--- src/include/ctm_consts.svh ---
/*
 * Shared constants of the core trace module.
 * The flit split of pc, target and timestamp assumes both are exactly
 * two flits wide (32 bits over 16-bit flits).
 * FIFO depth need not be a power of two.
 */
`ifndef CTM_CONSTS_SVH
`define CTM_CONSTS_SVH

`define CTM_ADDR_WIDTH   32        // Program counter width
`define CTM_TS_WIDTH     32        // Cycle timestamp width
`define CTM_FLIT_WIDTH   16        // Debug link data width
`define CTM_FIFO_DEPTH   8         // Buffered events

`define CTM_HOST_ADDR    16'h0000  // Trace packets go here
`define CTM_MOD_TYPE     16'h0005  // Core trace module type
`define CTM_MOD_VERSION  16'h0001

`define CTM_REG_MOD_TYPE 16'd0
`define CTM_REG_VERSION  16'd1
`define CTM_REG_DROPPED  16'd2

`endif
--- src/logic/ctm_pkg.sv ---
/*
 * Types shared by the core trace module.
 * Enum encodings of event kind and packet type are what travels on the
 * debug link, so host software must agree with them.
 */
`include "ctm_consts.svh"

package ctm_pkg;

  // One word of the debug link
  typedef struct packed {
    logic                       valid;
    logic                       last;  // Final flit of a packet
    logic [`CTM_FLIT_WIDTH-1:0] data;
  } dii_flit;

  // Core execution trace port, one retired instruction per valid cycle
  typedef struct packed {
    logic                       valid;
    logic [`CTM_ADDR_WIDTH-1:0] pc;
    logic [`CTM_ADDR_WIDTH-1:0] jbtarget;  // Jump or branch destination
    logic                       jal;       // Call
    logic                       jr;        // Return
  } trace_exec;

  // Sent as the last flit of a trace packet
  typedef enum logic [15:0] {
    ev_call   = 16'h0001,
    ev_return = 16'h0002
  } event_kind_e;

  // FIFO word
  typedef struct packed {
    event_kind_e                kind;
    logic [`CTM_ADDR_WIDTH-1:0] pc;
    logic [`CTM_ADDR_WIDTH-1:0] target;
    logic [`CTM_TS_WIDTH-1:0]   timestamp;
  } trace_event;

  // Third flit of every packet
  typedef enum logic [15:0] {
    pkt_reg_read  = 16'h0001,
    pkt_reg_resp  = 16'h0002,
    pkt_reg_error = 16'h0003,
    pkt_trace     = 16'h8000
  } pkt_type_e;

  typedef enum logic [1:0] {
    st_idle,   // Waiting for a request or an event
    st_trace,  // Sending trace packet flits
    st_req,    // Request arriving, trace held off
    st_resp    // Sending response flits
  } pktz_state_e;

endpackage

--- src/logic/ctm_top.sv ---
/*
 * Core trace module for the debug network.
 * Turns core calls and returns into timestamped trace packets and
 * answers register reads for type, version and dropped events.
 * Both debug links use a valid/ready flit handshake.
 */
`include "ctm_consts.svh"

module ctm_top (
  input  logic                       clk,
  input  logic                       arst_n,
  input  logic [`CTM_FLIT_WIDTH-1:0] id,               // Own network address
  input  ctm_pkg::trace_exec         trace_port,
  input  ctm_pkg::dii_flit           debug_in,
  output logic                       debug_in_ready,
  output ctm_pkg::dii_flit           debug_out,
  input  logic                       debug_out_ready
);

  logic [`CTM_TS_WIDTH-1:0] timestamp;
  logic [15:0]              dropped;
  ctm_pkg::trace_event      evt;
  logic                     evt_push;
  ctm_pkg::trace_event      head;
  logic                     empty;
  logic                     evt_pop;
  logic                     evt_drop;

  ctm_trace_adapter adapter_i (
    .clk        (clk),
    .arst_n     (arst_n),
    .trace_port (trace_port),
    .timestamp  (timestamp),
    .evt        (evt),
    .evt_push   (evt_push)
  );

  ctm_counters counters_i (
    .clk       (clk),
    .arst_n    (arst_n),
    .evt_drop  (evt_drop),
    .timestamp (timestamp),
    .dropped   (dropped)
  );

  ctm_event_fifo fifo_i (
    .clk      (clk),
    .arst_n   (arst_n),
    .evt      (evt),
    .evt_push (evt_push),
    .evt_pop  (evt_pop),
    .head     (head),
    .empty    (empty),
    .evt_drop (evt_drop)
  );

  ctm_packetizer packetizer_i (
    .clk             (clk),
    .arst_n          (arst_n),
    .id              (id),
    .head            (head),
    .empty           (empty),
    .evt_pop         (evt_pop),
    .dropped         (dropped),
    .debug_in        (debug_in),
    .debug_in_ready  (debug_in_ready),
    .debug_out       (debug_out),
    .debug_out_ready (debug_out_ready)
  );

endmodule

--- src/logic/ctm_packetizer.sv ---
/*
 * Serializes trace events and register-read responses into debug flits.
 * Requests are 4 flits: destination, source, type, register address.
 * A request that is arriving or waiting is served before the next trace
 * packet; a packet already started always runs to its last flit.
 * debug_in_ready stays low from the request's last flit until the
 * response has been sent.
 */
`include "ctm_consts.svh"

module ctm_packetizer (
  input  logic                       clk,
  input  logic                       arst_n,
  input  logic [`CTM_FLIT_WIDTH-1:0] id,
  input  ctm_pkg::trace_event        head,
  input  logic                       empty,
  output logic                       evt_pop,
  input  logic [15:0]                dropped,
  input  ctm_pkg::dii_flit           debug_in,
  output logic                       debug_in_ready,
  output ctm_pkg::dii_flit           debug_out,
  input  logic                       debug_out_ready
);

  localparam int unsigned FW         = `CTM_FLIT_WIDTH;
  localparam logic [3:0]  TRACE_LAST = 4'd9;  // 10 flit trace packet
  localparam logic [3:0]  RESP_LAST  = 4'd3;  // 4 flit response

  ctm_pkg::pktz_state_e state;
  ctm_pkg::pktz_state_e state_nxt;
  logic [3:0]           flit_idx;    // Output flit within the packet
  logic [1:0]           req_idx;     // Input flit within the request
  logic                 req_done;    // Full request waiting for its answer
  logic                 req_busy;    // Request partly received
  logic                 req_read;    // Request type was a register read
  logic [FW-1:0]        req_src;
  logic [FW-1:0]        req_addr;
  ctm_pkg::trace_event  cur_evt;     // Event being sent
  ctm_pkg::pkt_type_e   resp_type;
  logic [FW-1:0]        resp_value;
  logic [FW-1:0]        reg_value;
  logic                 reg_known;
  logic                 in_hs;
  logic                 out_hs;
  logic                 out_end;

  assign debug_in_ready = !req_done;
  assign in_hs          = debug_in.valid && debug_in_ready;
  assign out_hs         = debug_out.valid && debug_out_ready;
  assign out_end        = out_hs && debug_out.last;
  assign req_busy       = (req_idx != 2'd0) || debug_in.valid;

  // Request collection, runs beside the output side
  always_ff @(posedge clk or negedge arst_n) begin
    if (!arst_n) begin
      req_idx  <= '0;
      req_done <= 1'b0;
    end else begin
      if (in_hs) begin
        if (debug_in.last) begin
          req_idx  <= '0;
          req_done <= 1'b1;  // Hold off input until answered
        end else begin
          req_idx <= req_idx + 1'b1;
        end
      end
      if (state == ctm_pkg::st_resp && out_end) req_done <= 1'b0;
    end
  end

  always_ff @(posedge clk) begin
    if (in_hs) begin
      case (req_idx)
        2'd1:    req_src  <= debug_in.data;  // Answer goes back here
        2'd2:    req_read <= (debug_in.data == FW'(ctm_pkg::pkt_reg_read));
        2'd3:    req_addr <= debug_in.data;
        default: ;                           // Destination is this module
      endcase
    end
  end

  // Register file, read only
  always_comb begin
    reg_known = 1'b1;
    case (req_addr)
      `CTM_REG_MOD_TYPE: reg_value = `CTM_MOD_TYPE;
      `CTM_REG_VERSION:  reg_value = `CTM_MOD_VERSION;
      `CTM_REG_DROPPED:  reg_value = dropped;
      default: begin
        reg_known = 1'b0;
        reg_value = '0;
      end
    endcase
  end

  always_comb begin
    state_nxt = state;
    evt_pop   = 1'b0;
    case (state)
      ctm_pkg::st_idle: begin
        if (req_done) begin
          state_nxt = ctm_pkg::st_resp;   // Pending answer first
        end else if (req_busy) begin
          state_nxt = ctm_pkg::st_req;
        end else if (!empty) begin
          state_nxt = ctm_pkg::st_trace;
          evt_pop   = 1'b1;               // Head moves into cur_evt
        end
      end
      ctm_pkg::st_req:   if (req_done) state_nxt = ctm_pkg::st_resp;
      ctm_pkg::st_trace: if (out_end)  state_nxt = ctm_pkg::st_idle;
      ctm_pkg::st_resp:  if (out_end)  state_nxt = ctm_pkg::st_idle;
      default:           state_nxt = ctm_pkg::st_idle;
    endcase
  end

  always_ff @(posedge clk or negedge arst_n) begin
    if (!arst_n) begin
      state    <= ctm_pkg::st_idle;
      flit_idx <= '0;
    end else begin
      state <= state_nxt;
      if (out_end) begin
        flit_idx <= '0;
      end else if (out_hs) begin
        flit_idx <= flit_idx + 1'b1;
      end
    end
  end

  // Packet payloads, frozen for the whole packet
  always_ff @(posedge clk) begin
    if (evt_pop) cur_evt <= head;
    if (state != ctm_pkg::st_resp && state_nxt == ctm_pkg::st_resp) begin
      resp_type  <= (req_read && reg_known) ? ctm_pkg::pkt_reg_resp : ctm_pkg::pkt_reg_error;
      resp_value <= (req_read && reg_known) ? reg_value : '0;  // Error carries 0
    end
  end

  always_comb begin
    debug_out = '0;
    case (state)
      ctm_pkg::st_trace: begin
        debug_out.valid = 1'b1;
        debug_out.last  = (flit_idx == TRACE_LAST);
        case (flit_idx)
          4'd0:    debug_out.data = `CTM_HOST_ADDR;
          4'd1:    debug_out.data = id;
          4'd2:    debug_out.data = FW'(ctm_pkg::pkt_trace);
          4'd3:    debug_out.data = cur_evt.timestamp[FW-1:0];
          4'd4:    debug_out.data = cur_evt.timestamp[2*FW-1:FW];
          4'd5:    debug_out.data = cur_evt.pc[FW-1:0];
          4'd6:    debug_out.data = cur_evt.pc[2*FW-1:FW];
          4'd7:    debug_out.data = cur_evt.target[FW-1:0];
          4'd8:    debug_out.data = cur_evt.target[2*FW-1:FW];
          default: debug_out.data = FW'(cur_evt.kind);  // Flit 9
        endcase
      end
      ctm_pkg::st_resp: begin
        debug_out.valid = 1'b1;
        debug_out.last  = (flit_idx == RESP_LAST);
        case (flit_idx)
          4'd0:    debug_out.data = req_src;
          4'd1:    debug_out.data = id;
          4'd2:    debug_out.data = FW'(resp_type);
          default: debug_out.data = resp_value;
        endcase
      end
      default: debug_out = '0;  // Idle or collecting
    endcase
  end

  // Link rule: a stalled flit holds until taken
  a_out_hold: assert property (
    @(posedge clk) disable iff (!arst_n)
    debug_out.valid && !debug_out_ready |=> $stable(debug_out)
  ) else $error("debug_out changed while stalled");

endmodule

--- src/logic/ctm_event_fifo.sv ---
/*
 * Synchronous event FIFO, first word fall through.
 * A push while full is refused and reported on evt_drop, even when a
 * pop happens in the same cycle.
 * The head is valid whenever empty is low.
 */
`include "ctm_consts.svh"

module ctm_event_fifo (
  input  logic                clk,
  input  logic                arst_n,
  input  ctm_pkg::trace_event evt,
  input  logic                evt_push,
  input  logic                evt_pop,
  output ctm_pkg::trace_event head,
  output logic                empty,
  output logic                evt_drop
);

  localparam int unsigned DEPTH = `CTM_FIFO_DEPTH;
  localparam int unsigned PTR_W = $clog2(DEPTH);
  localparam int unsigned CNT_W = $clog2(DEPTH + 1);

  ctm_pkg::trace_event mem [DEPTH];
  logic [PTR_W-1:0]    wr_ptr;
  logic [PTR_W-1:0]    rd_ptr;
  logic [CNT_W-1:0]    count;  // Occupancy
  logic                full;
  logic                push_ok;
  logic                pop_ok;

  function automatic logic [PTR_W-1:0] next_ptr(input logic [PTR_W-1:0] ptr);
    next_ptr = (ptr == PTR_W'(DEPTH - 1)) ? '0 : ptr + 1'b1;  // Wrap for any depth
  endfunction

  assign full     = (count == CNT_W'(DEPTH));
  assign empty    = (count == '0);
  assign push_ok  = evt_push && !full;
  assign pop_ok   = evt_pop && !empty;
  assign evt_drop = evt_push && full;  // Lost event, goes to the counter
  assign head     = mem[rd_ptr];

  always_ff @(posedge clk or negedge arst_n) begin
    if (!arst_n) begin
      wr_ptr <= '0;
      rd_ptr <= '0;
      count  <= '0;
    end else begin
      if (push_ok) wr_ptr <= next_ptr(wr_ptr);
      if (pop_ok)  rd_ptr <= next_ptr(rd_ptr);
      case ({push_ok, pop_ok})
        2'b10:   count <= count + 1'b1;
        2'b01:   count <= count - 1'b1;
        default: count <= count;  // Both or neither
      endcase
    end
  end

  always_ff @(posedge clk) begin
    if (push_ok) mem[wr_ptr] <= evt;
  end

  // Packetizer must only pop a visible head
  a_no_pop_empty: assert property (
    @(posedge clk) disable iff (!arst_n) evt_pop |-> !empty
  ) else $error("pop on empty event FIFO");

  a_count_bound: assert property (
    @(posedge clk) disable iff (!arst_n) count <= CNT_W'(DEPTH)
  ) else $error("event FIFO occupancy above depth");

endmodule

--- src/logic/ctm_counters.sv ---
/*
 * Free running cycle timestamp and dropped event count.
 * The timestamp starts at 0 on reset release and wraps silently.
 * The dropped count sticks at 16'hFFFF until the next reset.
 */
`include "ctm_consts.svh"

module ctm_counters (
  input  logic                     clk,
  input  logic                     arst_n,
  input  logic                     evt_drop,
  output logic [`CTM_TS_WIDTH-1:0] timestamp,
  output logic [15:0]              dropped
);

  logic drop_sat;

  assign drop_sat = (dropped == 16'hFFFF);  // Counter at its ceiling

  always_ff @(posedge clk or negedge arst_n) begin
    if (!arst_n) begin
      timestamp <= '0;
    end else begin
      timestamp <= timestamp + 1'b1;  // One tick per cycle
    end
  end

  always_ff @(posedge clk or negedge arst_n) begin
    if (!arst_n) begin
      dropped <= '0;
    end else if (evt_drop && !drop_sat) begin
      dropped <= dropped + 1'b1;  // Refused push from the FIFO
    end
  end

  // Host reads a monotonic count between resets
  a_dropped_monotonic: assert property (
    @(posedge clk) disable iff (!arst_n)
    dropped >= $past(dropped)
  ) else $error("dropped count went backwards");

endmodule

--- src/logic/ctm_trace_adapter.sv ---
/*
 * Reduces the core trace port to call and return events.
 * jal marks a call, jr a return; other retired instructions are ignored.
 * The event leaves one cycle after the trace port sample.
 * The core must never flag jal and jr on the same instruction.
 */
`include "ctm_consts.svh"

module ctm_trace_adapter (
  input  logic                         clk,
  input  logic                         arst_n,
  input  ctm_pkg::trace_exec           trace_port,
  input  logic [`CTM_TS_WIDTH-1:0]     timestamp,
  output ctm_pkg::trace_event          evt,
  output logic                         evt_push
);

  logic is_call;
  logic is_ret;

  assign is_call = trace_port.valid && trace_port.jal;                     // Call wins
  assign is_ret  = trace_port.valid && trace_port.jr && !trace_port.jal;

  always_ff @(posedge clk or negedge arst_n) begin
    if (!arst_n) begin
      evt_push <= 1'b0;
    end else begin
      evt_push <= is_call || is_ret;  // One strobe per event
    end
  end

  // Event payload, valid only with evt_push
  always_ff @(posedge clk) begin
    if (is_call || is_ret) begin
      evt.kind      <= is_call ? ctm_pkg::ev_call : ctm_pkg::ev_return;
      evt.pc        <= trace_port.pc;
      evt.target    <= trace_port.jbtarget;  // Callee or return address
      evt.timestamp <= timestamp;            // Cycle of retirement
    end
  end

  // Core side protocol: an instruction is either a call or a return
  a_call_xor_ret: assert property (
    @(posedge clk) disable iff (!arst_n)
    trace_port.valid |-> !(trace_port.jal && trace_port.jr)
  ) else $error("trace port flags jal and jr together");

endmodule

--- config.mk ---
export PLATFORM = sky130hd
export DESIGN_NAME = ctm_top
export DESIGN_NICKNAME = d
export VERILOG_FILES = /design/src/logic/ctm_pkg.sv /design/src/logic/ctm_top.sv /design/src/logic/ctm_packetizer.sv /design/src/logic/ctm_event_fifo.sv /design/src/logic/ctm_counters.sv /design/src/logic/ctm_trace_adapter.sv
export VERILOG_INCLUDE_DIRS = /design/src /design/src/include
export SDC_FILE = /design/constraint.sdc
export NUM_CORES = 1
export LEC_CHECK = 0
export ABC_AREA = 1
export BUFFER_PORTS_ARGS = -buffer_cell sky130_fd_sc_hd__clkbuf_2
export CAP_MARGIN = 40
export CORE_UTILIZATION = 45
export DETAILED_ROUTE_END_ITERATION = 8
export GPL_TIMING_DRIVEN = 0
export HOLD_SLACK_MARGIN = 0.1
export SYNTH_ARGS = -nofsm -noshare
export SYNTH_HDL_FRONTEND = slang
export SYNTH_HIERARCHICAL = 1
export SYNTH_SLANG_ARGS = --single-unit
export TNS_END_PERCENT = 1
--- constraint.sdc ---
create_clock -name clk -period 13.2 [get_ports clk]
set_clock_uncertainty 0.2 [all_clocks]
set_input_delay 1.32 -clock clk [delete_from_list [all_inputs] [get_ports clk]]
set_output_delay 1.32 -clock clk [all_outputs]
set_load 0.02 [all_outputs]
==> qor.csv <==
metric,value,unit
post_drt_via_cell_ratio,4.93,
fin_crit,4890,ps
io_pins,123,
slew_headroom,39.3,%
async_reset_ff_share,5.56,%
crit_path_start_kind,register,
syn-mean-instance-area,10.2,µm²
grt_max_degree,55,
std_cell_rows,124,
cp_cell_sequence,inv_1 > ha_1 > clkbuf_1 > buf_1 > nand3_1 > nand3_1 > nor2_1 > nand2_1 > nand2_1 > nand2_1 > clkbuf_2,
fmax,205,MHz
crit_path_max_fanout,10,
hold_viol,0,
leakage,25.3,nW
antenna_found_initial,10,
vias,35400,
ys_top_cells_by_area,"edfxtp_1 66%, nand2_1 13%, nor2_1 7.2%, inv_1 4.0%, dfrtp_1 3.2%",
final_cell_mix,"1,808 x nand2_1, 1,156 x edfxtp_1, 1,011 x nor2_1",
start_util,45.7,%
instances_no_fill,7171,
synth-edff-count,1156,
ys_seq_area_share,69.4,%
dpl.hpwl,100000,µm
cpMostUsedCell,nand2_1,
criticalPathCategory,reg -> out,
synth_top_area_share,66.1,%
synth_warnings,6,
synth_cells,5148,
dieHeight,344,µm
layout_commonest_cell,nand2_1,
worst_setup_hold_path_clk_slew,60,ps
cts_buffers,131,
peakVddDrop,138,µV
min-delay-path-class,reg -> reg,
multi_input_area,12700,µm²
slowest_stage,clkbuf_1,
cts-root-buf,clkbuf_16,
crit_arrival,3370,ps
clock_latency,750,ps
fin_nets,5670,
drc_errors,0,
power_density,167,nW/µm²
grt_use_total,24.4,%
crit_required,11680,ps
synth_area_leader_cell,edfxtp_1,
gp_congestion,0.996,
htreeDepth,4,
n_fill_cell,9994,
drv_slew,0,
cp_slowest_stage_delay,450,ps
grt_pass1_vias,32700,
synth_flop_cell,edfxtp_1,
port_buffers,122,
grt_pass1_wl,210000,µm
wl,143000,µm
drive_gt1_share,12.1,%
ys_seq_elements,1224,
cp-end-kind,output pin,
status,completed,
worst_pin_slew,907,ps
critPathTopFamily,buffers and inverters,
cts.sinks,1224,
coreArea,115000,µm²
area.growth.synth_to_final,15.4,%
hold_buffers,0,
wire_per_inst,20.0,µm
setup-tns-final,0,ps
timing.final.setup_violations,0,
die_w,344,µm
firstDrtPassIters,6,
drv_cap,0,
place_inst,6927,
cts_tree,done,
min_period_over_period,37.0,%
final_cell_area,60600,µm²
synth_cell_type_count,41,
utilization,52.7,%
grt-ovfl-total,0,
seqCellArea,36400,µm²
clockBufferDepth,3,
ant_nets,0,
rsz0062_at_grt,no,
cts-resized-gates,0,
drtIter0Drc,3262,
die-area,118000,µm²
critPathBufInv,4,
syn_area,52500,µm²
post_cts_buffers,0,
postPlaceCellArea,56300,µm²
==> worst paths after layout <==
check / startpoint / slack [ps] / endpoint / cells after the start
worst min-delay path: counters_i/timestamp[31]$_DFF_PN0_ / 280 / adapter_i/evt[31]$_DFFE_PP_ / 0
max in group asynchronous: arst_n / 11840 / counters_i/timestamp[11]$_DFF_PN0_ / 2
min in group asynchronous: arst_n / 300 / fifo_i/count[0]$_DFFE_PN0P_ / 1
worst min register to register: counters_i/timestamp[31]$_DFF_PN0_ / 280 / adapter_i/evt[31]$_DFFE_PP_ / 0
worst max-delay path: packetizer_i/flit_idx[0]$_DFFE_PN0P_ / 8310 / debug_out[11] / 11
worst max register to register: fifo_i/count[0]$_DFFE_PN0P_ / 9530 / fifo_i/count[3]$_DFFE_PN0P_ / 15
==> cell type report <==
class | count | area share, %
Antenna cell | 6 | 0.0248
Buffer | 223 | 2.15
Clock buffer | 167 | 5.91
Clock inverter | 71 | 1.04
Inverter | 573 | 3.57
Multi-Input combinational cell | 3141 | 21.0
Sequential cell | 1224 | 60.1
Tap cell | 1512 | 3.12
Timing Repair Buffer | 254 | 3.07
==> worst reg2reg max path, stage by stage (launching register included) <==
cell and delay [ps]:
dfrtp_1 410, nor2_1 80, nand3_1 270, inv_1 110, nand3b_1 240, nor2_4 540
buf_12 280, nand2_1 190, inv_1 190, ha_1 250, ha_1 270, or2_2 320
nand2_1 70, nand2_1 50, nand3_1 60, nand2_1 50
==> cell usage after synthesis (19+ instances only) <==
cell type,n
nand2_1,1809
edfxtp_1,1156
nor2_1,1012
inv_1,562
buf_2,120
nand3_1,100
dfrtp_1,68
nand4_1,50
buf_4,44
clkbuf_1,22
buf_6,20
xor2_1,20
o21ai_0,19
==> registers in the layout (all words and copies together), names as in the netlist, 2 cells and up <==
register                 flops
fifo_i/mem                 896
packetizer_i/cur_evt       112
adapter_i/evt               98
counters_i/timestamp        32
counters_i/dropped          16
packetizer_i/req_addr       16
packetizer_i/req_src        16
packetizer_i/resp_value     16
fifo_i/count                 4
packetizer_i/flit_idx        4
fifo_i/rd_ptr                3
fifo_i/wr_ptr                3
packetizer_i/req_idx         2
packetizer_i/state           2
==> logic make-up after synthesis <==
group	count (synthesis)	share of synthesized area (%)
compound gates	36	0.365
other cells	1	0.00714
simple gates	3040	22.7
buf+inv	796	6.60
fa+ha+maj	18	0.443
flops	1224	69.4
xor+xnor	33	0.551
==> layer usage <==
layer | up-vias | track usage, % | routed length [µm]
li1 | 17100 | - | -
met1 | 16800 | 34.3 | 62300
met2 | 1223 | 38.5 | 66500
met3 | 209 | 4.09 | 10700
met4 | 2 | 8.63 | 3940
met5 | - | 0 | 20
==> through the flow <==
stage | hold WS [ps] | worst slack, ps | power (W)
after floorplan | 240 | 3910 | 0.00590
after global placement | 256 | -4330 | 0.00663
after detailed placement | 265 | 8800 | 0.00656
after CTS | 270 | 8340 | 0.0101
after global routing | 295 | 8190 | 0.0105
final | 277 | 8310 | 0.0101
==> power by group <==
part           internal [W]  leakage [nW]  switching, W
Combinational      0.000450          11.7       0.00121
Sequential          0.00471          11.5      0.000148
Clock               0.00210          2.06       0.00149
Power figures use the tool's default switching activity.
